**config.mk**
```make
export PLATFORM = sky130hd
export DESIGN_NAME = stage_reg
export DESIGN_NICKNAME = d
export VERILOG_FILES = /design/src/rv_core_pkg.sv /design/src/stage_reg.sv
export VERILOG_INCLUDE_DIRS = /design/src
export SDC_FILE = /design/constraint.sdc
export NUM_CORES = 1
export LEC_CHECK = 0
export BUFFER_PORTS_ARGS = -buffer_cell sky130_fd_sc_hd__buf_2
export CAP_MARGIN = 20
export CORE_ASPECT_RATIO = 1.1
export CORE_MARGIN = 2
export CORE_UTILIZATION = 33
export DETAILED_ROUTE_END_ITERATION = 8
export PLACE_DENSITY = 0.76
export SYNTH_ARGS = -nofsm -noshare
export SYNTH_HDL_FRONTEND = slang
export SYNTH_SLANG_ARGS = --single-unit
```
**constraint.sdc**
```tcl
create_clock -name clk -period 0.8 [get_ports clk]
set_clock_uncertainty 0.15 [all_clocks]
set_input_delay 0.16 -clock clk [delete_from_list [all_inputs] [get_ports clk]]
set_output_delay 0.16 -clock clk [all_outputs]
set_load 0.02 [all_outputs]
```
**src/rv_core_consts.svh**
```systemverilog
`ifndef RV_CORE_CONSTS_SVH
`define RV_CORE_CONSTS_SVH

// Datapath widths
`define XLEN        32
`define PC_W        12          // Byte address with 4 KiB reach
`define REG_AW      5

// Instruction memory geometry
`define IMEM_WORDS  256
`define IMEM_AW     8           // Word address from PC bits [9:2]

// Opcodes of the supported subset
`define OP_ALU      7'b0110011
`define OP_ALUI     7'b0010011
`define OP_LUI      7'b0110111
`define OP_JAL      7'b1101111
`define OP_BRANCH   7'b1100011

// Branch funct3
`define F3_BEQ      3'b000
`define F3_BNE      3'b001
`define F3_BLT      3'b100
`define F3_BGE      3'b101

`define NOP_INST    32'h0000_0013   // addi x0, x0, 0

`endif

```
**src/rv_core_pkg.sv**
```systemverilog
`default_nettype none
`include "rv_core_consts.svh"

package rv_core_pkg;

	// First member of each enum is the bubble value
	typedef enum logic [2:0] {
		ALU_ADD, ALU_SUB, ALU_AND, ALU_OR, ALU_XOR, ALU_SLT, ALU_SLTU, ALU_PASS_B
	} alu_op_e;

	typedef enum logic {WB_ALU, WB_PC4} wb_sel_e;

	typedef enum logic [2:0] {BR_NONE, BR_EQ, BR_NE, BR_LT, BR_GE} br_kind_e;

	typedef enum logic [1:0] {FWD_RF, FWD_EXE, FWD_MEM, FWD_WB} fwd_sel_e;

	// Next PC source
	typedef enum logic [1:0] {PC_HOLD, PC_PLUS4, PC_JUMP, PC_BRANCH} pc_sel_e;

	typedef struct packed {
		alu_op_e  alu_op;
		logic     use_imm_b;    // Immediate replaces rs2 as operand B
		logic     wr_en;
		wb_sel_e  wb_sel;
		br_kind_e br_kind;
		logic     is_jump;      // JAL
		logic     uses_rs1;
		logic     uses_rs2;
	} ctrl_t;

	typedef struct packed {
		logic               valid;
		logic [`PC_W-1:0]   pc;
		logic [`XLEN-1:0]   inst;
	} if_id_t;

	typedef struct packed {
		logic               valid;
		logic [`PC_W-1:0]   pc;
		logic [`PC_W-1:0]   pc4;
		logic [`REG_AW-1:0] rd;
		ctrl_t              ctrl;
		logic [`XLEN-1:0]   op_a;           // Already forwarded in ID
		logic [`XLEN-1:0]   op_b;
		logic [`XLEN-1:0]   rs2_val;        // Second compare operand of a branch
		logic [`PC_W-1:0]   branch_target;
	} id_exe_t;

	typedef struct packed {
		logic               valid;
		logic [`REG_AW-1:0] rd;
		logic               wr_en;
		wb_sel_e            wb_sel;
		logic [`XLEN-1:0]   alu_res;
		logic [`PC_W-1:0]   pc4;
	} exe_mem_t;

	typedef exe_mem_t mem_wb_t;     // Nothing changes in MEM without loads

	typedef struct packed {
		logic               valid;
		logic [`REG_AW-1:0] rd;
		logic [`XLEN-1:0]   data;
		logic [`PC_W-1:0]   pc;
	} retire_t;

endpackage

`default_nettype wire

```
**src/stage_reg.sv**
```systemverilog
`timescale 1ns/1ps
`default_nettype none

// One pipeline register for all four stage boundaries
module stage_reg #(
	parameter type payload_t = rv_core_pkg::if_id_t
) (
	input  logic     clk,
	input  logic     rst_n,
	input  logic     flush,     // Load a bubble instead of d
	input  payload_t d,
	output payload_t q
);

	// Only valid is cleared, so a bubble keeps stale data
	always_ff @(posedge clk) begin
		q <= d;
		if (!rst_n || flush) begin
			q.valid <= 1'b0;    // Reset looks like a flush
		end
	end

endmodule

`default_nettype wire

```
==> summary.txt, run 1 <==
Global route
  • Antenna violations before repair: 0
  • Total GRT Usage: 24.7%
  • Total global routing overflow: 0
  • Wire length of the first global-routing pass: ~5200 µm
  • Vias in the first global route: about 1.1k
  • Largest net degree at the start of global routing: 14

Pwr
  • Power per standard cell area: ~2000 nW/µm²
  • Total Power: about 4.5 mW
  • Total leakage power: between 1 and 1.5 nW
  • Worst VDD drop: roughly 1.8 mV

Placement
  • I/O Buffers: a little over 90
  • Place WS: approximately 0.023 ns
  • RD Place Congestion: 0.690
  • Placed cell areas: approximately 1400 µm²

STA
  • Setup Viol. Count Final: 45
  • Hold Fails Final Rpt: 1
  • Min Hold Slack: -0.0620 ns
  • Relative slew slack: 91.4%
  • Fin crit period: 1.16 ns
  • Worst slew pin tran: 0.129 ns
  • FMAX: slightly below 900 MHz
  • Period Utilization, post-route: 144%
  • Worst setup margin: -0.355 ns
  • Slew Viols, Final: 0
  • Unrepaired setup endpoints after global routing: true

Worst hold path
  • Startpoint of the worst hold path: rst_n
  • Worst Hold Class: input pin to register
  • Hold path cells: 2
  • Hold endpoint: q[44]

Floorplanning
  • Core footprint: about 2600 µm²
  • I/O Pins: 93
  • Starting density of the core: between 30% and 40%
  • Die Y-Extent: between 50 and 60 µm
  • Die footprint: between 3000 and 4000 µm²
  • Row count: 19
  • Die width: between 50 and 60 µm

Critical path
  • Bufs and invs on worst path: 1
  • Crit path cell chain: buf_6
  • CP required: between 0.4 and 0.5 ns
  • Setup crit end kind: output port
  • Critical Path Start Type: register
  • Kind of critical path: register to output port
  • Worst path max stage delay: approximately 0.37 ns
  • Crit-path max FO: 1
  • Slowest cell on crit path: dfxtp_2
  • CP delay by family, top: flip-flops
  • CP Data Arrival Time: roughly 0.85 ns

Detailed routing
  • Vias: 910
  • DRC viols: 0
  • Drt total wl: approximately 3500 µm
  • TritonRoute pass-1 iters: 4
  • Wire length per cell: about 16 µm
  • Vias per cell: roughly 4.1
  • Antenna Violating Nets Remaining: 0
  • Drt initial violations: 9

Finish
  • Biggest regs: q (45)
  • Cell area after layout: roughly 2300 µm²
  • Commonest non-fill, non-tap cell in the layout: buf_2
  • # diodes: 0
  • Most flops, register: q
  • Share of post-route cells with drive strength above 1: 76.2%
  • Max reg flops: 45
  • Most frequent cells in the layout: buf_2 (47), buf_6 (45), dfxtp_2 (45)
  • # nets final: ~240
  • Layout area overhead: 148%

Clock tree
  • Post-CTS setup buffers: 0
  • CTS Hold Bufs: 44
  • Root Driver: clkbuf_4
  • Sink Count: 45
  • CTS Buf Count: 5
  • H-tree levels: 2
  • CTS tree: yes
  • Clock transition at path regs: roughly 0.12 ns
  • Clock Tree Buf Depth: 2

Flow run
  • Max Cap Viol: 0

Yosys
  • Sequential element share of the synthesized area: between 90% and 100%
  • Count of different cell masters after synthesis: 2
  • Mapped Avg Cell Area: about 20 µm²
  • Synth warn: 0
  • Register bit total from synthesis: 45
  • Syn_nets: 94
  • Synth Cell Area: just over 900 µm²
  • Post-synthesis cell count: 46

Outcome
  • Outcome: complete, but fails checks
  • Failing checks: negative hold slack, negative setup slack
## worst max-delay path by stage
stage / start / depth (start not counted) / slack, ns / end
after floorplan: q[0] / 0 / 0.09 / q[0]
after global placement: q[32] / 1 / 0.05 / q[32]
after CTS: q[12] / 1 / -0.34 / q[12]
after global routing: q[11] / 1 / -0.39 / q[11]
after detailed placement: q[13] / 1 / 0.02 / q[13]
final: q[12] / 1 / -0.36 / q[12]
## cells by family (layout without fill, tap and decap cells)
| logic type | after synthesis | count (layout) | synth area share [%] |
|---|---|---|---|
| buf+inv | 0 | 143 | 0 |
| simple gates | 1 | 1 | 0.963 |
| flops | 45 | 45 | 99.0 |
## cell usage after synthesis
cell type | instances | share of area [%]
and3b_1 | 1 | 0.96
dfxtp_1 | 45 | 99
## where the power goes
part | total, mW | leakage (nW) | switching (mW) | internal, mW
sequential | 2.45 | 0.380 | 0.0625 | 2.38
combinational | 0.711 | 0.648 | 0.274 | 0.437
clock | 1.31 | 0.0410 | 0.675 | 0.637
## per-stage QoR
stage	utilization, %	TNS [ns]	cells
floorplan	-	0	46
global placement	54.9	0	169
detailed placement	54.9	0	169
CTS	88.0	-14.66	220
global route	88.0	-15.98	220
finish	88.0	-14.32	220
## metal layers
layer | up-vias | GRT usage, % | part of all wire, %
met2 | 71 | 39.5 | 48
met5 | - | 0 | 0
li1 | 425 | - | -
met4 | 0 | 13.2 | 3.6
met1 | 400 | 26.2 | 36
met3 | 14 | 12.4 | 12
## timing repair
| action | 4_1_cts | 5_1_grt |
|---|---|---|
| endpoints found under the setup margin | 45 | 45 |
| resized for setup | 134 | 1 |
| cloned | 0 | 0 |
| hold endpoints to repair | 45 | 1 |
## final cells by class
cell class	count	area (µm²)
Clock buffer	5	37.5
Clock inverter	2	35.0
Fill cell	108	308
Multi-Input combinational cell	1	8.76
Sequential cell	45	957
Tap cell	31	38.8
Timing Repair Buffer	136	1180
Note: power is estimated with default switching activity, not from simulation.
==> inputs of run 2 (changes only) <==
--- a/config.mk
+++ b/config.mk
@@ -11,8 +11,11 @@
 export CORE_ASPECT_RATIO = 1.1
 export CORE_MARGIN = 2
 export CORE_UTILIZATION = 33
+export CTS_CLUSTER_DIAMETER = 60
 export DETAILED_ROUTE_END_ITERATION = 8
 export PLACE_DENSITY = 0.76
+export RECOVER_POWER = 25
+export SETUP_SLACK_MARGIN = 0.15
 export SYNTH_ARGS = -nofsm -noshare
 export SYNTH_HDL_FRONTEND = slang
 export SYNTH_SLANG_ARGS = --single-unit
==> summary.txt, run 2 (same netlist as run 1, synthesis figures left out) <==
Outcome
  • Outcome: complete, but fails checks (unchanged)
  • Failing checks: negative hold slack, negative setup slack (unchanged)

Clock tree
  • H-tree levels: 2 (unchanged)
  • Root Driver: clkbuf_4 (unchanged)
  • Clock Tree Buf Depth: 2 (unchanged)
  • Sink Count: 45 (unchanged)
  • Clock transition at path regs: 0.13 ns (was 0.12 ns)
  • CTS tree: yes (unchanged)
  • CTS Buf Count: 5 (unchanged)

Critical path
  • CP Data Arrival Time: 0.84 ns (was 0.85 ns)
  • CP delay by family, top: flip-flops (unchanged)
  • Bufs and invs on worst path: 1 (unchanged)
  • Critical Path Start Type: register (unchanged)
  • Crit path cell chain: buf_6 (unchanged)
  • Worst path max stage delay: 0.37 ns (about the same)
  • Kind of critical path: register to output port (unchanged)
  • Crit path from: q[35] (was q[12])
  • CP required: 0.49 ns (about the same)
  • Setup crit end kind: output port (unchanged)
  • Slowest cell on crit path: dfxtp_4 (was dfxtp_2)
  • Crit-path max FO: 1 (unchanged)

Finish
  • Biggest regs: q (45) (unchanged)
  • Layout area overhead: 110% (was 148%)
  • Most frequent cells in the layout: buf_2 (47), buf_6 (45), dfxtp_4 (45) (was buf_2 (47), buf_6 (45), dfxtp_2 (45))
  • # nets final: 193 (was 237)
  • # fillers: 154 (was 108)
  • # diodes: 0 (unchanged)
  • Max reg flops: 45 (unchanged)
  • Commonest non-fill, non-tap cell in the layout: buf_2 (unchanged)
  • Share of post-route cells with drive strength above 1: 98.6% (was 76.2%)
  • Most flops, register: q (unchanged)

Global route
  • Total global routing overflow: 0 (unchanged)
  • Vias in the first global route: 761 (was 1094)
  • Wire length of the first global-routing pass: 3370 µm (was 5220 µm)
  • Total GRT Usage: 16.1% (was 24.7%)
  • Antenna violations before repair: 0 (unchanged)
  • Largest net degree at the start of global routing: 15 (was 14)

Placement
  • RD Place Congestion: 0.669 (was 0.690)
  • I/O Buffers: 92 (unchanged)
  • Place WS: 0.0165 ns (was 0.0228 ns)

STA
  • Worst setup margin: -0.346 ns (was -0.355 ns)
  • Setup Viol. Count Final: 45 (unchanged)
  • Slew Viols, Final: 0 (unchanged)
  • FMAX: 873 MHz (was 866 MHz)
  • Fin crit period: 1.15 ns (was 1.16 ns)
  • Sum of negative setup slack: -14.90 ns (was -14.32 ns)
  • Min Hold Slack: -0.251 ns (was -0.0620 ns)
  • Unrepaired setup endpoints after global routing: true (unchanged)
  • Period Utilization, post-route: 143% (was 144%)
  • Worst slew pin tran: 0.130 ns (was 0.129 ns)
  • Relative slew slack: 91.3% (was 91.4%)
  • Hold Fails Final Rpt: 45 (was 1)

Floorplanning
  • Starting density of the core: 35.4% (unchanged)
  • Die Y-Extent: 59.1 µm (unchanged)
  • Die footprint: 3190 µm² (unchanged)
  • I/O Pins: 93 (unchanged)
  • Row count: 19 (unchanged)
  • Core footprint: 2570 µm² (unchanged)
  • Die width: 54.1 µm (unchanged)

Detailed routing
  • WL met2: 1380 µm (was 1670 µm)
  • DRC viols: 0 (unchanged)
  • Drt total wl: 2620 µm (was 3480 µm)
  • Drt initial violations: 0 (was 9)
  • TritonRoute pass-1 iters: 1 (was 4)
  • Antenna Violating Nets Remaining: 0 (unchanged)
  • WL met3: 296 µm (was 418 µm)
  • M1 WL: 897 µm (was 1270 µm)
  • DR top layer: met4 (unchanged)
  • Vias per cell: 4.03 (was 4.14)
  • Wire length per cell: 14.8 µm (was 15.8 µm)
  • Vias: 714 (was 910)

Worst hold path
  • Startpoint of the worst hold path: d[19] (was rst_n)
  • Worst Hold Class: input pin to register (unchanged)

Pwr
  • Power per standard cell area: 2030 nW/µm² (was 1980 nW/µm²)
  • Worst VDD drop: 1.95 mV (was 1.76 mV)
  • Total leakage power: 0.892 nW (was 1.07 nW)

Flow run
  • Max Cap Viol: 0 (unchanged)
[run 2: cell count changes in the layout (fill, tap and decap cells not counted)]
cell	change
bufinv_16	-1
clkinv_1	+1
clkinv_4	+1
dfxtp_2	-45
dfxtp_4	+45
dlygate4sd3_1	-44
[run 2: final cells by class]
cell class,count,area [µm²],share of cell area (%)
clock inverters,3,17.5,0.915
clock buffers,5,37.5,1.96
well taps,31,38.8,2.03
repair buffers,92,742,38.8
flip-flops and latches,45,1070,55.9
multi-input cells,1,8.76,0.458
[run 2: what timing repair did]
| item | in CTS | in global routing |
|---|---|---|
| hold endpoints to repair | 45 | 45 |
| resized for setup | 90 | 0 |
| endpoints found under the setup margin | 45 | 45 |
| setup buffers | 0 | 0 |
[run 2: where the power goes]
group | internal [mW] | switching (mW) | total, mW
clock network | 0.334 | 0.669 | 1.00
logic | 0.296 | 0.227 | 0.523
registers | 2.29 | 0.0579 | 2.35
total | 2.92 | 0.954 | 3.88
[run 2: per-layer routing]
metal / GRT usage, % / up-vias
met3: 7.83 / 6
met2: 28.9 / 58
li1: - / 339
met4: 7.50 / 0
met5: 0 / -
met1: 14.7 / 311
[run 2: final timing paths]
kind,to,cells past startpoint
worst min-delay path,q[19],1
worst max-delay path,q[35],1
[run 2: per-stage QoR]
stage                     util (%)  power [mW]  std cells  cell area [µm²]
after detailed placement      61.5        2.76        169             1580
after floorplan                  -        2.54         46             1080
after global placement        61.5        2.74        169             1580
after global routing          74.6        4.06        177             1910
final                         74.6        3.88        177             1910
after CTS                     74.6        3.90        177             1910
