===== config.mk =====
export PLATFORM = sky130hd
export DESIGN_NAME = alu
export DESIGN_NICKNAME = d
export VERILOG_FILES = /design/src/rv_core_pkg.sv /design/src/alu.sv
export VERILOG_INCLUDE_DIRS = /design/src
export SDC_FILE = /design/constraint.sdc
export NUM_CORES = 1
export LEC_CHECK = 0
export BUFFER_PORTS_ARGS = -buffer_cell sky130_fd_sc_hd__buf_2
export CORE_MARGIN = 8
export CORE_UTILIZATION = 50
export DETAILED_ROUTE_END_ITERATION = 16
export GPL_TIMING_DRIVEN = 1
export PLACE_DENSITY = 0.71
export SYNTH_ARGS = -nofsm -noshare
export SYNTH_HDL_FRONTEND = slang
export SYNTH_SLANG_ARGS = --single-unit

===== constraint.sdc =====
create_clock -name vclk -period 9.3
set_clock_uncertainty 0.1 [all_clocks]
set_input_delay 1.86 -clock vclk [all_inputs]
set_output_delay 1.86 -clock vclk [all_outputs]
set_load 0.03 [all_outputs]

===== src/rv_core_consts.svh =====
`ifndef RV_CORE_CONSTS_SVH
`define RV_CORE_CONSTS_SVH

// Datapath widths
`define XLEN        32
`define PC_W        12          // Byte address with 4 KiB reach
`define REG_AW      5

// Instruction memory geometry
`define IMEM_WORDS  256
`define IMEM_AW     8           // Word address from PC bits [9:2]

// Opcodes of the supported subset
`define OP_ALU      7'b0110011
`define OP_ALUI     7'b0010011
`define OP_LUI      7'b0110111
`define OP_JAL      7'b1101111
`define OP_BRANCH   7'b1100011

// Branch funct3
`define F3_BEQ      3'b000
`define F3_BNE      3'b001
`define F3_BLT      3'b100
`define F3_BGE      3'b101

`define NOP_INST    32'h0000_0013   // addi x0, x0, 0

`endif


===== src/rv_core_pkg.sv =====
`default_nettype none
`include "rv_core_consts.svh"

package rv_core_pkg;

	// First member of each enum is the bubble value
	typedef enum logic [2:0] {
		ALU_ADD, ALU_SUB, ALU_AND, ALU_OR, ALU_XOR, ALU_SLT, ALU_SLTU, ALU_PASS_B
	} alu_op_e;

	typedef enum logic {WB_ALU, WB_PC4} wb_sel_e;

	typedef enum logic [2:0] {BR_NONE, BR_EQ, BR_NE, BR_LT, BR_GE} br_kind_e;

	typedef enum logic [1:0] {FWD_RF, FWD_EXE, FWD_MEM, FWD_WB} fwd_sel_e;

	// Next PC source
	typedef enum logic [1:0] {PC_HOLD, PC_PLUS4, PC_JUMP, PC_BRANCH} pc_sel_e;

	typedef struct packed {
		alu_op_e  alu_op;
		logic     use_imm_b;    // Immediate replaces rs2 as operand B
		logic     wr_en;
		wb_sel_e  wb_sel;
		br_kind_e br_kind;
		logic     is_jump;      // JAL
		logic     uses_rs1;
		logic     uses_rs2;
	} ctrl_t;

	typedef struct packed {
		logic               valid;
		logic [`PC_W-1:0]   pc;
		logic [`XLEN-1:0]   inst;
	} if_id_t;

	typedef struct packed {
		logic               valid;
		logic [`PC_W-1:0]   pc;
		logic [`PC_W-1:0]   pc4;
		logic [`REG_AW-1:0] rd;
		ctrl_t              ctrl;
		logic [`XLEN-1:0]   op_a;           // Already forwarded in ID
		logic [`XLEN-1:0]   op_b;
		logic [`XLEN-1:0]   rs2_val;        // Second compare operand of a branch
		logic [`PC_W-1:0]   branch_target;
	} id_exe_t;

	typedef struct packed {
		logic               valid;
		logic [`REG_AW-1:0] rd;
		logic               wr_en;
		wb_sel_e            wb_sel;
		logic [`XLEN-1:0]   alu_res;
		logic [`PC_W-1:0]   pc4;
	} exe_mem_t;

	typedef exe_mem_t mem_wb_t;     // Nothing changes in MEM without loads

	typedef struct packed {
		logic               valid;
		logic [`REG_AW-1:0] rd;
		logic [`XLEN-1:0]   data;
		logic [`PC_W-1:0]   pc;
	} retire_t;

endpackage

`default_nettype wire


===== src/alu.sv =====
`timescale 1ns/1ps
`default_nettype none
`include "rv_core_consts.svh"

module alu (
	input  logic [`XLEN-1:0]    op_a,
	input  logic [`XLEN-1:0]    op_b,      // rs2 value for branches
	input  rv_core_pkg::alu_op_e alu_op,
	output logic [`XLEN-1:0]    res,
	output logic                zero,      // op_a equals op_b
	output logic                less       // Signed op_a below op_b
);
	import rv_core_pkg::*;

	logic less_u;

	// Flags for the branch decision in EXE
	assign zero   = (op_a == op_b);
	assign less   = ($signed(op_a) < $signed(op_b));
	assign less_u = (op_a < op_b);

	always_comb begin
		case (alu_op)
			ALU_ADD:    res = op_a + op_b;
			ALU_SUB:    res = op_a - op_b;
			ALU_AND:    res = op_a & op_b;
			ALU_OR:     res = op_a | op_b;
			ALU_XOR:    res = op_a ^ op_b;
			ALU_SLT:    res = `XLEN'(less);     // Zero-extended flag
			ALU_SLTU:   res = `XLEN'(less_u);
			ALU_PASS_B: res = op_b;             // LUI
			default:    res = op_a + op_b;
		endcase
	end

endmodule

`default_nettype wire


==> flow_summary.yaml, run 1 <==
final_layout:
  antennaDiodeCount: 0
  nClkBuffers: 0
  n_sequential_cell: 0
  ff_latch_area_um2: 0
  area_delta_synth_final_pct: 8.45
  final_cell_mix: "a21oi_1, buf_2, nor2_1, inv_1, ha_1"
  final_common_cell: "a21oi_1"
  drive_gt1_share_pct: 14.0
  n_fill_cell: 1163
  fin_nets: 1113
logic_synthesis:
  synth_top_family_by_area: "compound AO/OA/AOI/OAI gates"
  synthSimpleGateAreaFrac_pct: 21.9
  synthXorXnorAreaFrac_pct: 2.02
  synth-compound-area-share_pct: 40.8
  ys_warn_count: 0
  yosysTopAreaCell: "ha_1"
  muxShareOfSynthArea_pct: 1.91
  postSynthAreaPerCell_um2: 6.28
  synth_area_um2: 5640
  syn_nets: 1063
  yosysSeqAreaShare_pct: 0
  synthCells: 898
  ys_top_cells_by_area: "ha_1, a21oi_1, nor2_1, inv_1, nand2_1"
  synth_top_area_share_pct: 21.3
  ys_types: 75
  synth_fa_ha_area_share_pct: 22.0
place:
  hpwlAfterDp_um: 15200
  gp_congestion: 1.05
  io_buffers: 101
grt:
  grt_usage_pct: 25.3
  grt_first_pass_wirelength_um: 31800
  grt-ovfl-total: 0
  antenna_found_initial: 0
  grt_pass1_vias: 6242
  grt_max_degree: 78
detailed_routing:
  wirelength_um: 19800
  ant_nets: 0
  drc: 0
  drtIter0Drc: 746
  vias: 6881
  wl_per_cell_um: 18.2
  firstDrtPassIters: 5
  via_per_inst: 6.34
outcome:
  status: "complete, no violations"
clock_network:
  cts_setup_buffers: 0
  hold_buffers: 0
  post_cts_resized: 0
timing:
  setup_viol: 0
  rsz0062_at_grt: "no"
  period_minus_slack_ns: 7.27
  tightest_slew_ns: 0.987
  relSlewSlack_pct: 33.6
  tns_ns: 0
  fin_crit_sh_pct: 78.2
  report.final.slew_viol_count: 0
  fmax_ghz: 0.137
  hold_viol: 0
power:
  vdd_drop_max_mv: 0.0752
  p_leak_uw: 0.00300
  power_density_nw_per_um2: 71.3
  power_uw: 437
die:
  die_w_um: 122
  start_util_pct: 51.6
  row_count: 38
  core_area_um2: 10900
  die_area_um2: 14900
  ioPinCount: 101
  die_h_um: 122
job:
  maxCapViolCount: 0
worst_setup_path:
  worstSetupPathType: "input pin to output pin"
  worst_setup_path_start_kind: "input pin"
  crit_fanout: 19
  endpoint_kind: "output pin"
  cp.arrival_ns: 5.31
  cp_data_required_time_ns: 7.34
worst_hold_path:
  whs_path_depth: 4
  hold_class: "input pin to output pin"
metal layers:
metal	track usage, %	share of wire [%]	routed length [um]
met4	4.11	1.7	333
met2	40.0	43	8520
met1	36.3	45	8850
met5	0	0	0
met3	3.31	11	2080
power breakdown:
group / internal (uW) / switching [uW]
clock: 0 / 0
sequential: 0 / 0
combinational: 151 / 286
total: 151 / 286
synthesized netlist by cell type (8+ instances only):
master / count
nand3_1: 19
xnor2_1: 13
nand2b_1: 9
o21ai_0: 47
a21o_1: 12
ha_1: 96
a21oi_1: 105
clkbuf_1: 39
a31oi_1: 13
buf_2: 9
a211oi_1: 18
a221oi_1: 9
inv_1: 98
o21bai_1: 18
o31ai_1: 8
a22oi_1: 9
o22ai_1: 10
o221ai_1: 13
o211ai_1: 9
nor2b_1: 15
nand2_1: 74
nor3_1: 25
nor2_1: 101
through the flow:
step	worst slack (ns)	std cells	hold slack, ns	util (%)	cell area [um^2]
floorplan	2.61	898	3.91	-	5640
global placement	2.17	1086	4.04	56.0	6120
detailed placement	2.20	1086	4.04	56.0	6120
CTS	2.18	1086	4.04	56.0	6120
global route	1.87	1086	4.06	56.0	6120
finish	2.03	1086	4.04	56.0	6120
final timing paths:
check	slack, ns	startpoint	endpoint
setup / recovery	2.03	alu_op[0]	res[28]
hold / removal	4.04	op_b[18]	res[18]
worst max-delay path, stage by stage:
cell	delay, ns
buf_2	0.22
nor2_1	0.65
clkinv_1	0.58
nor2_1	0.66
buf_4	0.32
o21ai_0	0.11
nand2_1	0.07
a21oi_1	0.07
mux2_2	0.29
o22ai_1	0.22
buf_2	0.25
cell families (layout without fill, tap and decap cells):
group | Yosys count | count (layout)
AO/OA/AOI/OAI | 341 | 341
AND/OR/NAND/NOR | 274 | 274
buffers and inverters | 162 | 210
adder cells (fa/ha/maj) | 98 | 98
XOR/XNOR | 13 | 13
multiplexers | 10 | 10
layout make-up:
| type | count | area [um^2] | area share, % |
|---|---|---|---|
| inverters | 102 | 383 | 6.26 |
| multi-input cells | 736 | 5000 | 81.8 |
| well taps | 140 | 175 | 2.86 |
| repair buffers | 108 | 558 | 9.12 |
Power figures use the tool's default switching activity.
==> inputs of run 2 (changes only) <==
==> constraint.sdc (replaced) <==
create_clock -name vclk -period 7.5
set_clock_uncertainty 0.1 [all_clocks]
set_input_delay 1.5 -clock vclk [all_inputs]
set_output_delay 1.5 -clock vclk [all_outputs]
set_load 0.03 [all_outputs]
==> flow_summary.yaml, run 2 (synthesis results as in run 1) <==
die:
  die_area_um2: 14900
  die_h_um: 122
  core_area_um2: 10900
  row_count: 38
  ioPinCount: 101
  die_w_um: 122
  start_util_pct: 51.6
detailed_routing:
  drtIter0Drc: 763
  wl_per_cell_um: 17.7
  wirelength_um: 19300
  vias: 6803
  ant_nets: 0
  drc: 0
  firstDrtPassIters: 6
  via_per_inst: 6.26
worst_setup_path:
  worstSetupPathType: "input pin to output pin"
  crit_top_cell: "a21oi_1"
  worst_path_largest_cell_delay_ns: 0.61
  endpoint_kind: "output pin"
  crit_fanout: 4
  worst_setup_path_start_kind: "input pin"
  cpMaxStageDelayCell: "o31ai_1"
  path_cells: "buf_2 -> inv_1 -> ha_1 -> a21oi_1 -> o21ai_0 -> a31oi_1 -> o31ai_1 -> a221oi_1 -> a21oi_1 -> mux2_4 -> a211oi_2 -> a21oi_1 -> buf_2"
  crit_buf_inv: 3
  cp.arrival_ns: 4.64
  cp_data_required_time_ns: 5.90
  critPathTopFamily: "compound AO/OA/AOI/OAI gates"
timing:
  fin_crit_sh_pct: 83.2
  tns_ns: 0
  relSlewSlack_pct: 32.4
  period_minus_slack_ns: 6.24
  hold_viol: 0
  fmax_ghz: 0.160
  rsz0062_at_grt: "no"
  report.final.slew_viol_count: 0
  setup_ws_ns: 1.26
  tightest_slew_ns: 1.00
  setup_viol: 0
power:
  sw_frac_of_total_pct: 65.1
  p_int_uw: 187
  p_leak_uw: 0.00301
  power_frac_comb_pct: 100.0
  p_clk_share_pct: 0
  vdd_drop_max_mv: 0.0647
  switchingPower_uw: 350
  seq_power_share_pct: 0
  power_density_nw_per_um2: 87.8
final_layout:
  antennaDiodeCount: 0
  final_common_cell: "a21oi_1"
  ff_latch_area_um2: 0
  n_sequential_cell: 0
  n_fill_cell: 1141
  area_delta_synth_final_pct: 8.58
  fin_nets: 1114
  final_cell_mix: "a21oi_1, buf_2, nor2_1, inv_1, ha_1"
  nClkBuffers: 0
  drive_gt1_share_pct: 14.0
grt:
  grt_pass1_vias: 6061
  grt_max_degree: 85
  grt_first_pass_wirelength_um: 30600
  antenna_found_initial: 1
  grt-ovfl-total: 0
  grt_usage_pct: 24.4
clock_network:
  cts_setup_buffers: 0
  post_cts_resized: 0
  hold_buffers: 0
place:
  gp_congestion: 0.988
  dp_slack_ns: 1.34
  io_buffers: 101
  hpwlAfterDp_um: 14600
job:
  maxCapViolCount: 0
outcome:
  status: "complete, no violations"
worst_hold_path:
  hold_class: "input pin to output pin"
run 2: changes by cell type in the layout (fill, tap and decap cells not counted), sizes merged:
| cell | previous run | this run |
|---|---|---|
| buf | 108 | 109 |
run 2: power by group through the flow:
| stage | Sequential, uW | Clock, uW | Combinational, uW |
|---|---|---|---|
| global route | 0 | 0 | 585 |
| global placement | 0 | 0 | 524 |
| floorplan | 0 | 0 | 389 |
| CTS | 0 | 0 | 527 |
| detailed placement | 0 | 0 | 525 |
| finish | 0 | 0 | 538 |
run 2: area by class of cell:
cell class / instances / area, um^2 / share of cell area [%]
repair buffers: 109 / 566 / 9.23
multi-input cells: 736 / 5000 / 81.7
inverters: 102 / 383 / 6.25
well taps: 140 / 175 / 2.86
run 2: per-layer routing:
| metal | vias to the layer above | GRT usage, % | share of wire [%] |
|---|---|---|---|
| met3 | 21 | 1.88 | 10 |
| met2 | 391 | 38.5 | 43 |
| li1 | 3317 | - | - |
| met5 | - | 0 | 0.042 |
| met1 | 3072 | 35.8 | 46 |
| met4 | 2 | 3.73 | 1.2 |
run 2: path summary, 6_finish.rpt:
| check | start | to | slack [ns] | cells past startpoint |
|---|---|---|---|---|
| min | op_b[18] | res[18] | 3.31 | 4 |
| max | op_b[1] | res[17] | 1.26 | 13 |
run 2: metrics by stage:
stage | instances | util (%) | hold WS [ns] | total power (uW) | cell area, um^2
after floorplan | 898 | - | 3.19 | 389 | 5640
after global placement | 1087 | 56.0 | 3.31 | 524 | 6130
after detailed placement | 1087 | 56.0 | 3.32 | 525 | 6130
after CTS | 1087 | 56.0 | 3.32 | 527 | 6130
after global routing | 1087 | 56.0 | 3.33 | 585 | 6130
final | 1087 | 56.0 | 3.31 | 538 | 6130
==> inputs of run 3 (changes only) <==
==> constraint.sdc (replaced) <==
create_clock -name vclk -period 6.5
set_clock_uncertainty 0.1 [all_clocks]
set_input_delay 1.3 -clock vclk [all_inputs]
set_output_delay 1.3 -clock vclk [all_outputs]
set_load 0.03 [all_outputs]
==> flow_summary.yaml, run 3 (synthesis results as in run 1) <==
die:
  ioPinCount: 101
  die_area_um2: 14900
  core_area_um2: 10900
  die_w_um: 122
  row_count: 38
  start_util_pct: 51.6
  die_h_um: 122
power:
  vdd_drop_max_mv: 0.0663
  p_int_uw: 218
  power_density_nw_per_um2: 101
  seq_power_share_pct: 0
  sw_frac_of_total_pct: 65.1
  power_frac_comb_pct: 100.0
  switchingPower_uw: 405
  p_clk_share_pct: 0
  p_leak_uw: 0.00302
final_layout:
  area_delta_synth_final_pct: 8.98
  ff_latch_area_um2: 0
  n_sequential_cell: 0
  drive_gt1_share_pct: 14.3
  final_cell_mix: "a21oi_1, buf_2, nor2_1, inv_1, ha_1"
  layout.cells.non_filler: 1090
  final_common_cell: "a21oi_1"
  antennaDiodeCount: 0
  nClkBuffers: 0
  n_fill_cell: 1151
  fin_nets: 1117
detailed_routing:
  wl_per_cell_um: 17.8
  drtIter0Drc: 770
  firstDrtPassIters: 5
  via_per_inst: 6.27
  ant_nets: 0
  drc: 0
  vias: 6839
  wirelength_um: 19400
timing:
  period_minus_slack_ns: 5.94
  setup_viol: 0
  fin_crit_sh_pct: 91.4
  tns_ns: 0
  hold_viol: 0
  rsz0062_at_grt: "no"
  tightest_slew_ns: 0.923
  hold_slack_ns: 2.91
  fmax_ghz: 0.168
  report.final.slew_viol_count: 0
  relSlewSlack_pct: 38.5
grt:
  grt_max_degree: 94
  grt-ovfl-total: 0
  grt_pass1_vias: 6177
  grt_first_pass_wirelength_um: 31200
  antenna_found_initial: 1
  grt_usage_pct: 24.9
worst_setup_path:
  crit_fanout: 4
  cpMaxStageDelayCell: "o31ai_1"
  path_cells: "buf_2 -> inv_1 -> ha_1 -> a21oi_1 -> o21ai_0 -> a31oi_1 -> o31ai_1 -> a221oi_1 -> a21oi_1 -> mux2_4 -> a211oi_2 -> a21oi_1 -> buf_2"
  worst_path_largest_cell_delay_ns: 0.67
  crit_top_cell: "a21oi_1"
  worstSetupPathType: "input pin to output pin"
  critPathTopFamily: "compound AO/OA/AOI/OAI gates"
  cp.arrival_ns: 4.54
  worst_setup_path_start_kind: "input pin"
  crit_buf_inv: 3
  cp_data_required_time_ns: 5.10
  endpoint_kind: "output pin"
place:
  io_buffers: 101
  dp.cells: 1090
  gp_congestion: 1.00
  hpwlAfterDp_um: 14900
clock_network:
  post_cts_resized: 0
  cts_setup_buffers: 0
  hold_buffers: 0
job:
  maxCapViolCount: 0
outcome:
  status: "complete, no violations"
worst_hold_path:
  hold_class: "input pin to output pin"
run 3: changes by cell type in the layout (fill, tap and decap cells not counted):
cell and change:
buf_4 +3
run 3: stage by stage:
stage / area (um^2) / util, % / setup WS, ns / power, uW
2_1_floorplan: 5640 / - / 0.926 / 448
3_3_place_gp: 6150 / 56.2 / 0.672 / 606
3_5_place_dp: 6150 / 56.2 / 0.750 / 609
4_1_cts: 6150 / 56.2 / 0.732 / 612
5_1_grt: 6150 / 56.2 / 0.444 / 679
6_report: 6150 / 56.2 / 0.559 / 623
run 3: cell type report:
class / count / area, um^2 / area share [%]
well taps: 140 / 175 / 2.85
multi-input cells: 736 / 5000 / 81.4
inverters: 102 / 383 / 6.23
repair buffers: 112 / 588 / 9.56
run 3: routing by layer:
metal  global-route usage (%)  part of all wire [%]
met5                        0                 0.067
met4                     3.58                  0.91
met3                     2.53                    10
met2                     39.8                    44
met1                     35.9                    45
run 3: final timing paths:
check | endpoint | slack (ns) | start | cells past startpoint
worst max-delay path | res[17] | 0.56 | op_b[1] | 13
worst min-delay path | res[26] | 2.91 | op_b[26] | 4
run 3: power by group through the flow:
stage	combinational (uW)	sequential [uW]	clock (uW)
after floorplan	448	0	0
after global placement	606	0	0
after detailed placement	609	0	0
after CTS	612	0	0
after global routing	679	0	0
final	623	0	0
run 3: worst min-delay path: stages:
cell	delay, ns
buf_2	0.11
nand2_1	0.05
a31oi_1	0.07
buf_2	0.18
