[config.mk]
export PLATFORM = sky130hd
export DESIGN_NAME = hazard_unit
export DESIGN_NICKNAME = d
export VERILOG_FILES = /design/src/rv_core_pkg.sv /design/src/hazard_unit.sv
export VERILOG_INCLUDE_DIRS = /design/src
export SDC_FILE = /design/constraint.sdc
export NUM_CORES = 1
export LEC_CHECK = 0
export BUFFER_PORTS_ARGS = -buffer_cell sky130_fd_sc_hd__buf_4
export CORE_AREA = 4 4 110 112
export DETAILED_ROUTE_END_ITERATION = 10
export DIE_AREA = 0 0 114 116
export GPL_ROUTABILITY_DRIVEN = 1
export PLACE_DENSITY = 0.47
export SYNTH_ARGS = -nofsm -noshare
export SYNTH_HDL_FRONTEND = slang
export SYNTH_SLANG_ARGS = --single-unit
[constraint.sdc]
create_clock -name vclk -period 1.02
set_input_delay 0.153 -clock vclk [all_inputs]
set_output_delay 0.153 -clock vclk [all_outputs]
set_load 0.01 [all_outputs]
[src/rv_core_consts.svh]
`ifndef RV_CORE_CONSTS_SVH
`define RV_CORE_CONSTS_SVH

// Datapath widths
`define XLEN        32
`define PC_W        12          // Byte address with 4 KiB reach
`define REG_AW      5

// Instruction memory geometry
`define IMEM_WORDS  256
`define IMEM_AW     8           // Word address from PC bits [9:2]

// Opcodes of the supported subset
`define OP_ALU      7'b0110011
`define OP_ALUI     7'b0010011
`define OP_LUI      7'b0110111
`define OP_JAL      7'b1101111
`define OP_BRANCH   7'b1100011

// Branch funct3
`define F3_BEQ      3'b000
`define F3_BNE      3'b001
`define F3_BLT      3'b100
`define F3_BGE      3'b101

`define NOP_INST    32'h0000_0013   // addi x0, x0, 0

`endif

[src/rv_core_pkg.sv]
`default_nettype none
`include "rv_core_consts.svh"

package rv_core_pkg;

	// First member of each enum is the bubble value
	typedef enum logic [2:0] {
		ALU_ADD, ALU_SUB, ALU_AND, ALU_OR, ALU_XOR, ALU_SLT, ALU_SLTU, ALU_PASS_B
	} alu_op_e;

	typedef enum logic {WB_ALU, WB_PC4} wb_sel_e;

	typedef enum logic [2:0] {BR_NONE, BR_EQ, BR_NE, BR_LT, BR_GE} br_kind_e;

	typedef enum logic [1:0] {FWD_RF, FWD_EXE, FWD_MEM, FWD_WB} fwd_sel_e;

	// Next PC source
	typedef enum logic [1:0] {PC_HOLD, PC_PLUS4, PC_JUMP, PC_BRANCH} pc_sel_e;

	typedef struct packed {
		alu_op_e  alu_op;
		logic     use_imm_b;    // Immediate replaces rs2 as operand B
		logic     wr_en;
		wb_sel_e  wb_sel;
		br_kind_e br_kind;
		logic     is_jump;      // JAL
		logic     uses_rs1;
		logic     uses_rs2;
	} ctrl_t;

	typedef struct packed {
		logic               valid;
		logic [`PC_W-1:0]   pc;
		logic [`XLEN-1:0]   inst;
	} if_id_t;

	typedef struct packed {
		logic               valid;
		logic [`PC_W-1:0]   pc;
		logic [`PC_W-1:0]   pc4;
		logic [`REG_AW-1:0] rd;
		ctrl_t              ctrl;
		logic [`XLEN-1:0]   op_a;           // Already forwarded in ID
		logic [`XLEN-1:0]   op_b;
		logic [`XLEN-1:0]   rs2_val;        // Second compare operand of a branch
		logic [`PC_W-1:0]   branch_target;
	} id_exe_t;

	typedef struct packed {
		logic               valid;
		logic [`REG_AW-1:0] rd;
		logic               wr_en;
		wb_sel_e            wb_sel;
		logic [`XLEN-1:0]   alu_res;
		logic [`PC_W-1:0]   pc4;
	} exe_mem_t;

	typedef exe_mem_t mem_wb_t;     // Nothing changes in MEM without loads

	typedef struct packed {
		logic               valid;
		logic [`REG_AW-1:0] rd;
		logic [`XLEN-1:0]   data;
		logic [`PC_W-1:0]   pc;
	} retire_t;

endpackage

`default_nettype wire

[src/hazard_unit.sv]
`timescale 1ns/1ps
`default_nettype none
`include "rv_core_consts.svh"

module hazard_unit (
	input  logic [`REG_AW-1:0]     id_rs1,
	input  logic [`REG_AW-1:0]     id_rs2,
	input  rv_core_pkg::ctrl_t     id_ctrl,
	input  rv_core_pkg::id_exe_t   exe_q,
	input  rv_core_pkg::exe_mem_t  mem_q,
	input  rv_core_pkg::mem_wb_t   wb_q,
	input  logic                   run,
	input  logic                   branch_taken,   // Resolved in EXE
	input  logic                   id_jump,        // Valid JAL in ID
	output rv_core_pkg::fwd_sel_e  fwd_a,
	output rv_core_pkg::fwd_sel_e  fwd_b,
	output logic                   if_id_flush,
	output logic                   id_exe_flush,
	output rv_core_pkg::pc_sel_e   pc_sel
);
	import rv_core_pkg::*;

	// Youngest writer of rs wins
	function automatic fwd_sel_e pick(input logic used, input logic [`REG_AW-1:0] rs);
		if (!used || rs == '0) begin
			return FWD_RF;      // x0 or operand not read
		end else if (exe_q.valid && exe_q.ctrl.wr_en && exe_q.rd == rs) begin
			return FWD_EXE;
		end else if (mem_q.valid && mem_q.wr_en && mem_q.rd == rs) begin
			return FWD_MEM;
		end else if (wb_q.valid && wb_q.wr_en && wb_q.rd == rs) begin
			return FWD_WB;
		end
		return FWD_RF;
	endfunction

	always_comb begin
		fwd_a = pick(id_ctrl.uses_rs1, id_rs1);
		fwd_b = pick(id_ctrl.uses_rs2, id_rs2);
	end

	// Redirect priority branch, then jump, then run
	always_comb begin
		if_id_flush  = 1'b0;
		id_exe_flush = 1'b0;
		pc_sel       = PC_PLUS4;
		if (branch_taken) begin
			pc_sel       = PC_BRANCH;
			if_id_flush  = 1'b1;
			id_exe_flush = 1'b1;    // Two younger instructions dropped
		end else if (id_jump) begin
			pc_sel      = PC_JUMP;
			if_id_flush = 1'b1;     // Fall-through fetch dropped
		end else if (!run) begin
			pc_sel      = PC_HOLD;
			if_id_flush = 1'b1;     // Feed bubbles while loading
		end
	end

endmodule

`default_nettype wire

==> impl_metrics.py, run 1 <==
metrics = {
    "status": {
        "status": "finished with violations",
        "violations": "setup timing",
    },
    "synth": {
        "seq_area_frac_synth_pct": 0,
        "synth_nets": 340,
        "synth_cell_type_count": 22,
        "avgSynthCellArea_um2": 7.77,
        "synth_area_leaders": "xnor2_1 (28%), xor2_1 (28%), nand4_1 (6.6%), nor4_2 (5.3%), nor3_2 (4.2%)",
        "ys_warn_count": 0,
        "synth_commonest_cells": "xnor2_1 (15), xor2_1 (15), nand4_1 (5)",
        "synth_area_um2": 474,
        "yosys.area.top_type": "xnor2_1",
        "yosys.area.top_type_share_pct": 27.7,
        "syn-instance-count": 61,
    },
    "global_routing": {
        "grt_pass1_wl_mm": 4.06,
        "gr-total-overflow": 0,
        "track_usage_pct": 3.98,
        "grt_max_degree": 5,
        "first_global_vias": 708,
        "antenna_found_initial": 0,
    },
    "detailed_routing": {
        "drcViolationCount": 0,
        "vias_per_cell": 2.54,
        "drt-wirelength-per-cell_um": 10.6,
        "ant_nets": 0,
        "first_pass_iters": 2,
        "vias": 657,
        "routed_wl_mm": 2.75,
        "drt_first_iter_violations": 6,
    },
    "floorplanning": {
        "std_cell_rows": 39,
        "start_util_pct": 4.23,
        "die_w_um": 114,
        "io_pins": 287,
        "dieHeight_um": 116,
        "dieArea_mm2": 0.0132,
        "fp.coreArea_mm2": 0.0112,
    },
    "timing": {
        "worst_pin_slew_ns": 0.233,
        "setup_tns_ns": -1.63,
        "hold_viol": 0,
        "fmax_mhz": 684,
        "setup_violations": 4,
        "slew_viol_final": 0,
        "finalWorstPathRequiredPeriod_ns": 1.46,
        "period_share_pct": 143,
        "rsz0062_at_grt": "yes",
        "relSlewSlack_pct": 84.3,
        "setup_ws_ns": -0.442,
    },
    "placement": {
        "gp_congestion": 0.732,
        "dp.cells": 258,
        "dp_slack_ns": -0.529,
        "portBuffers": 44,
        "hpwlAfterDp_mm": 2.62,
    },
    "final_layout": {
        "seqCellArea_um2": 0,
        "final_cells": 259,
        "n_clock_buffer": 0,
        "nets": 397,
        "antenna_cells": 0,
        "drive_gt1_share_pct": 59.5,
        "num-fill-cells": 1333,
        "area_delta_synth_final_pct": 138,
        "postLayoutCoreUtil_pct": 10.1,
        "flops_and_latches": 0,
    },
    "min_path": {
        "min_from": "branch_taken",
        "hold_depth": 2,
        "holdCritPathClass": "in2out",
        "holdPathEnd": "id_exe_flush",
    },
    "pwr": {
        "irDropWorstVdd_v": 0.000145,
        "finalPower_uw": 380,
        "power.density_mw_per_mm2": 337,
        "p_leak_uw": 0.000426,
    },
    "setup_path": {
        "crit_fanout": 2,
        "max_stage_delay_ns": 0.26,
        "crit_path_top_delay_cell": "nor4_2",
        "cp-start-kind": "input port",
        "critical_path_arrival_ns": 1.31,
        "crit_type": "in2out",
        "endpoint_kind": "output port",
        "cp_common_cell": "buf_4",
        "critPathLaunch": "wb_q[49]",
        "path_cells": "buf_4 > xor2_1 > nor4_2 > buf_4 > nand3_2 > a211oi_2 > buf_4",
        "required_ns": 0.87,
    },
    "run": {
        "max-cap-violations": 0,
    },
}
==> how the worst max path moves through the flow <==
stage / to / depth (start not counted)
floorplan: fwd_a[1] / 4
global placement: fwd_a[1] / 6
detailed placement: fwd_a[1] / 6
CTS: fwd_a[0] / 7
global route: fwd_b[1] / 7
finish: fwd_a[1] / 7
==> placed cells by master, fill, tap and decap left out <==
master / instances
a211oi_2: 1
a21o_1: 1
a21oi_2: 1
a41oi_1: 1
and2_1: 1
buf_4: 49
buf_6: 7
inv_1: 1
nand2_1: 2
nand3_2: 1
nand3b_1: 1
nand4_1: 5
nor2_1: 1
nor2_2: 1
nor3_2: 4
nor4_1: 1
nor4_2: 2
o21ai_1: 1
o21ai_4: 1
o31a_1: 1
or2_2: 1
or4_1: 1
or4_4: 1
xnor2_1: 15
xor2_1: 15
==> metrics by stage <==
step	hold slack (ns)	cell area [um2]
final	0.520	1130
after global routing	0.538	1130
after CTS	0.528	1120
after detailed placement	0.528	1070
after global placement	0.526	1070
after floorplan	0.398	484
==> layout make-up <==
| cell class | instances | area [um2] | area share [%] |
|---|---|---|---|
| Multi-Input combinational cell | 59 | 499 | 44.2 |
| Inverter | 1 | 3.75 | 0.333 |
| Timing Repair Buffer | 56 | 447 | 39.6 |
| Tap cell | 143 | 179 | 15.9 |
==> worst max-delay path: cells and delay by family <==
family | cells | cell delay [ns]
AND/OR/NAND/NOR | 2 | 0.33
XOR/XNOR | 1 | 0.16
AO/OA/AOI/OAI | 1 | 0.21
buffers and inverters | 3 | 0.44
==> per-layer routing <==
metal  part of all wire, %  global-route usage, %  up-vias
met4                     0                      0        0
met3                   8.8                   1.04        0
met5                     0                      0        -
met1                    48                   5.98      296
li1                      -                      -      329
met2                    43                   6.05       32
==> cells by family (layout without fill, tap and decap cells) <==
logic type      after synthesis  count (layout)  synth area share [%]
compound gates                7               7                  11.1
xor+xnor                     30              30                  55.4
buf+inv                       2              57                  2.37
simple gates                 22              22                  31.1
==> power breakdown <==
part	internal [uW]	switching, uW
Sequential	0	0
Combinational	217	163
Clock	0	0
Total	217	163
==> repair_timing <==
action                     4_1_cts  5_1_grt
setup buffers                    1        0
resized for setup               10        2
setup endpoints to repair        4        4
pin swaps                        7        2
hold buffers                     0        0
No activity file was read; power rests on OpenSTA's default activity.
==> inputs of run 2 (changes only) <==
PLACE_DENSITY = 0.39   (was 0.47)
==> run 2 against run 1 <==
  * First-iteration DRC count grew 17%
  * Sequential share of layout area is the same
  * Non-clock buffer count rose by 1
  * Wire length shrank 9.1%
  * Hold slack got worse by 0.010 ns
  * Critical path depth fell by 1
  * Power grew 11%
  * The flow still finishes with violations (setup timing)
  * Critical endpoint unchanged
  * Count of clock-buffer cells in the layout unchanged
==> impl_metrics.py, run 2 (same netlist as run 1, synthesis figures left out) <==
metrics = {
    "setup_path": {
        "max_stage_delay_ns": 0.31,
        "crit_path_top_delay_cell": "nor4_4",
        "critPathLaunch": "mem_q[49]",
        "required_ns": 0.87,
        "endpoint_kind": "output port",
        "cp-start-kind": "input port",
        "crit_fanout": 2,
        "crit_type": "in2out",
        "critical_path_arrival_ns": 1.36,
        "path_cells": "buf_8 > xor2_4 > nor4_4 > nand4_1 > a211oi_2 > buf_4",
    },
    "placement": {
        "dp.cells": 260,
        "hpwlAfterDp_mm": 2.35,
        "dp_slack_ns": -0.599,
        "placed_cell_area_mm2": 0.00108,
        "portBuffers": 44,
        "gp_congestion": 0.755,
    },
    "detailed_routing": {
        "drcViolationCount": 0,
        "drt_first_iter_violations": 7,
        "vias": 645,
        "drt-wirelength-per-cell_um": 9.61,
        "first_pass_iters": 3,
        "ant_nets": 0,
        "vias_per_cell": 2.48,
        "routed_wl_mm": 2.50,
    },
    "min_path": {
        "min_from": "branch_taken",
        "holdCritPathClass": "in2out",
    },
    "timing": {
        "finalWorstPathRequiredPeriod_ns": 1.51,
        "worst_pin_slew_ns": 0.289,
        "hold_viol": 0,
        "slew_viol_final": 0,
        "setup_violations": 4,
        "whs_ns": 0.510,
        "fmax_mhz": 663,
        "rsz0062_at_grt": "yes",
        "period_share_pct": 148,
        "relSlewSlack_pct": 80.6,
        "setup_ws_ns": -0.488,
    },
    "final_layout": {
        "num-fill-cells": 1327,
        "seqCellArea_um2": 0,
        "drive_gt1_share_pct": 65.0,
        "fin_area_mm2": 0.00122,
        "flops_and_latches": 0,
        "multiInputGateArea_um2": 558,
        "area_delta_synth_final_pct": 158,
        "n_clock_buffer": 0,
        "final_common_cell": "buf_4",
        "nets": 398,
        "layout_common_cells": "buf_4 (47), xnor2_1 (15), xor2_1 (10), buf_6 (6), nand4_1 (5)",
        "antenna_cells": 0,
        "final_cells": 260,
    },
    "global_routing": {
        "grt_max_degree": 5,
        "track_usage_pct": 3.55,
        "grt_pass1_wl_mm": 3.82,
        "first_global_vias": 758,
        "gr-total-overflow": 0,
        "antenna_found_initial": 1,
    },
    "status": {
        "violations": "setup timing",
        "status": "finished with violations",
    },
    "pwr": {
        "irDropWorstVdd_v": 0.000167,
        "finalPower_uw": 422,
        "p_leak_uw": 0.000450,
        "power.density_mw_per_mm2": 345,
    },
    "floorplanning": {
        "fp.coreArea_mm2": 0.0112,
        "dieHeight_um": 116,
        "start_util_pct": 4.23,
        "io_pins": 287,
        "die_w_um": 114,
        "std_cell_rows": 39,
        "dieArea_mm2": 0.0132,
    },
    "run": {
        "max-cap-violations": 0,
    },
    "cts": {
        "post-cts-setup-buffer-count": 0,
    },
}
run 2: worst paths after layout:
kind | to | slack, ns | depth (start not counted)
worst max-delay path | fwd_a[1] | -0.49 | 6
worst min-delay path | id_exe_flush | 0.51 | 2
run 2: final cells by class:
cell class	count	area share, %
multi-input cells	59	45.7
well taps	143	14.7
inverters	1	0.307
repair buffers	57	39.3
run 2: critical path, delay by kind of cell:
family,cells,cell delay [ns]
AOI/OAI and AO/OA,1,0.26
buffers and inverters,2,0.26
xor gates and xnor gates,1,0.18
and+or+nand+nor,2,0.51
run 2: report_power, final:
part / internal (uW) / total (uW) / switching, uW
logic: 242 / 422 / 180
registers: 0 / 0 / 0
clock network: 0 / 0 / 0
total: 242 / 422 / 180
run 2: through the flow:
step	utilization, %	TNS [ns]
after floorplan	-	-0.352
after global placement	9.65	-2.10
after detailed placement	9.65	-2.28
after CTS	10.5	-1.96
after global routing	10.9	-2.11
final	10.9	-1.72
run 2: what timing repair did:
| item | 4_1_cts | 5_1_grt |
|---|---|---|
| hold buffers | 0 | 0 |
| gates resized for setup | 18 | 8 |
| pin swaps | 11 | 8 |
| setup endpoints to repair | 4 | 4 |
run 2: per-layer routing:
layer  global-route usage [%]  wire length [um]
met3                     1.98               340
met2                     5.93              1150
met1                     4.27               991
met5                        0                13
met4                        0                 2
==> inputs of run 3 (changes only) <==
TNS_END_PERCENT = 5   (was not set)
==> run 3 against run 2 <==
  * The flow still finishes with violations (setup timing)
  * Die area is the same
  * Flip-flop and latch count unchanged
  * Sequential share of layout area stayed put
  * Worst setup slack worse by 0.023 ns
  * First-iteration DRC count is 57% higher
  * Core utilization down 0.27 points
  * Global-route usage grew 0.064 points
  * Design area down 2.5%
  * Hold slack got worse by 0.00096 ns
  * Via count up 2.9%
  * Maximum frequency decreased by 1.5%
  * Combinational power is 2% lower
==> impl_metrics.py, run 3 (same netlist as run 1, synthesis figures left out) <==
metrics = {
    "placement": {
        "gp_congestion": 0.769,
        "portBuffers": 44,
        "hpwlAfterDp_mm": 2.34,
        "placed_cell_area_mm2": 0.00109,
        "dp_slack_ns": -0.621,
    },
    "setup_path": {
        "crit_fanout": 3,
        "cp-start-kind": "input port",
        "required_ns": 0.87,
        "endpoint_kind": "output port",
        "crit_type": "in2out",
        "critPathLaunch": "id_rs1[2]",
        "critical_path_arrival_ns": 1.38,
    },
    "floorplanning": {
        "start_util_pct": 4.23,
        "io_pins": 287,
        "die_w_um": 114,
        "dieHeight_um": 116,
        "fp.coreArea_mm2": 0.0112,
        "dieArea_mm2": 0.0132,
        "std_cell_rows": 39,
    },
    "timing": {
        "worst_pin_slew_ns": 0.291,
        "setup_violations": 4,
        "period_share_pct": 150,
        "relSlewSlack_pct": 80.5,
        "hold_viol": 0,
        "slew_viol_final": 0,
        "rsz0062_at_grt": "yes",
        "finalWorstPathRequiredPeriod_ns": 1.53,
        "fmax_mhz": 653,
        "setup_ws_ns": -0.512,
        "setup_tns_ns": -1.80,
    },
    "detailed_routing": {
        "ant_nets": 0,
        "drcViolationCount": 0,
        "first_pass_iters": 3,
        "drt-wirelength-per-cell_um": 9.47,
        "vias_per_cell": 2.52,
        "routed_wl_mm": 2.50,
        "vias": 664,
        "drt_first_iter_violations": 11,
    },
    "run": {
        "max-cap-violations": 0,
    },
    "global_routing": {
        "grt_pass1_wl_mm": 3.91,
        "grt_max_degree": 5,
        "track_usage_pct": 3.61,
        "first_global_vias": 754,
        "gr-total-overflow": 0,
        "antenna_found_initial": 1,
    },
    "final_layout": {
        "postLayoutCoreUtil_pct": 10.6,
        "flops_and_latches": 0,
        "area_delta_synth_final_pct": 151,
        "num-fill-cells": 1330,
        "fin_area_mm2": 0.00119,
        "antenna_cells": 0,
        "n_clock_buffer": 0,
        "drive_gt1_share_pct": 61.2,
        "nets": 402,
        "final_common_cell": "buf_4",
        "layout_common_cells": "buf_4 (55), xnor2_1 (15), xor2_1 (13), nand4_1 (5)",
        "seqCellArea_um2": 0,
    },
    "pwr": {
        "p_leak_uw": 0.000456,
        "power.density_mw_per_mm2": 347,
        "irDropWorstVdd_v": 0.000157,
    },
    "status": {
        "status": "finished with violations",
        "violations": "setup timing",
    },
    "cts": {
        "ctsHoldBuffers": 0,
    },
    "min_path": {
        "holdCritPathClass": "in2out",
        "min_from": "branch_taken",
    },
}
-- run 3: cell count changes in the layout (fill, tap and decap cells not counted), sizes merged --
cell / previous run / this run
buf: 57 / 61
-- run 3: layer usage --
metal,track usage [%],part of all wire (%),vias up
met4,0.317,1.1,2
met3,1.25,10,4
met1,4.86,44,292
li1,-,-,338
met2,5.82,45,28
met5,0,0.52,-
-- run 3: timing repair --
action	CTS	global route
setup buffers	2	1
pin swaps	9	7
setup endpoints to repair	4	4
gates cloned	0	0
resized for setup	6	8
-- run 3: path summary, 6_finish.rpt --
check | slack (ns) | to | depth (start not counted)
worst max-delay path | -0.51 | fwd_a[0] | 9
worst min-delay path | 0.51 | id_exe_flush | 2
-- run 3: worst max-delay path, stage by stage --
cell and delay, ns:
buf_8 0.10, buf_6 0.11, xor2_2 0.14, nor4_2 0.28, buf_4 0.17, buf_4 0.10, a41oi_2 0.10, nor2_1 0.11
buf_4 0.13
-- run 3: stage by stage --
step / total power [uW] / hold slack (ns) / cells
5_1_grt: 453 / 0.519 / 264
4_1_cts: 396 / 0.512 / 263
6_report: 413 / 0.509 / 264
3_3_place_gp: 378 / 0.508 / 261
3_5_place_dp: 378 / 0.511 / 261
2_1_floorplan: 137 / 0.398 / 61
-- run 3: power breakdown --
group / switching, uW / internal [uW] / total [uW]
combinational: 177 / 237 / 413
sequential: 0 / 0 / 0
clock: 0 / 0 / 0
-- run 3: area by class of cell --
cell class | instances | area [um2] | area share [%]
multi-input cells | 59 | 515 | 43.3
repair buffers | 61 | 493 | 41.4
inverters | 1 | 3.75 | 0.315
well taps | 143 | 179 | 15.0
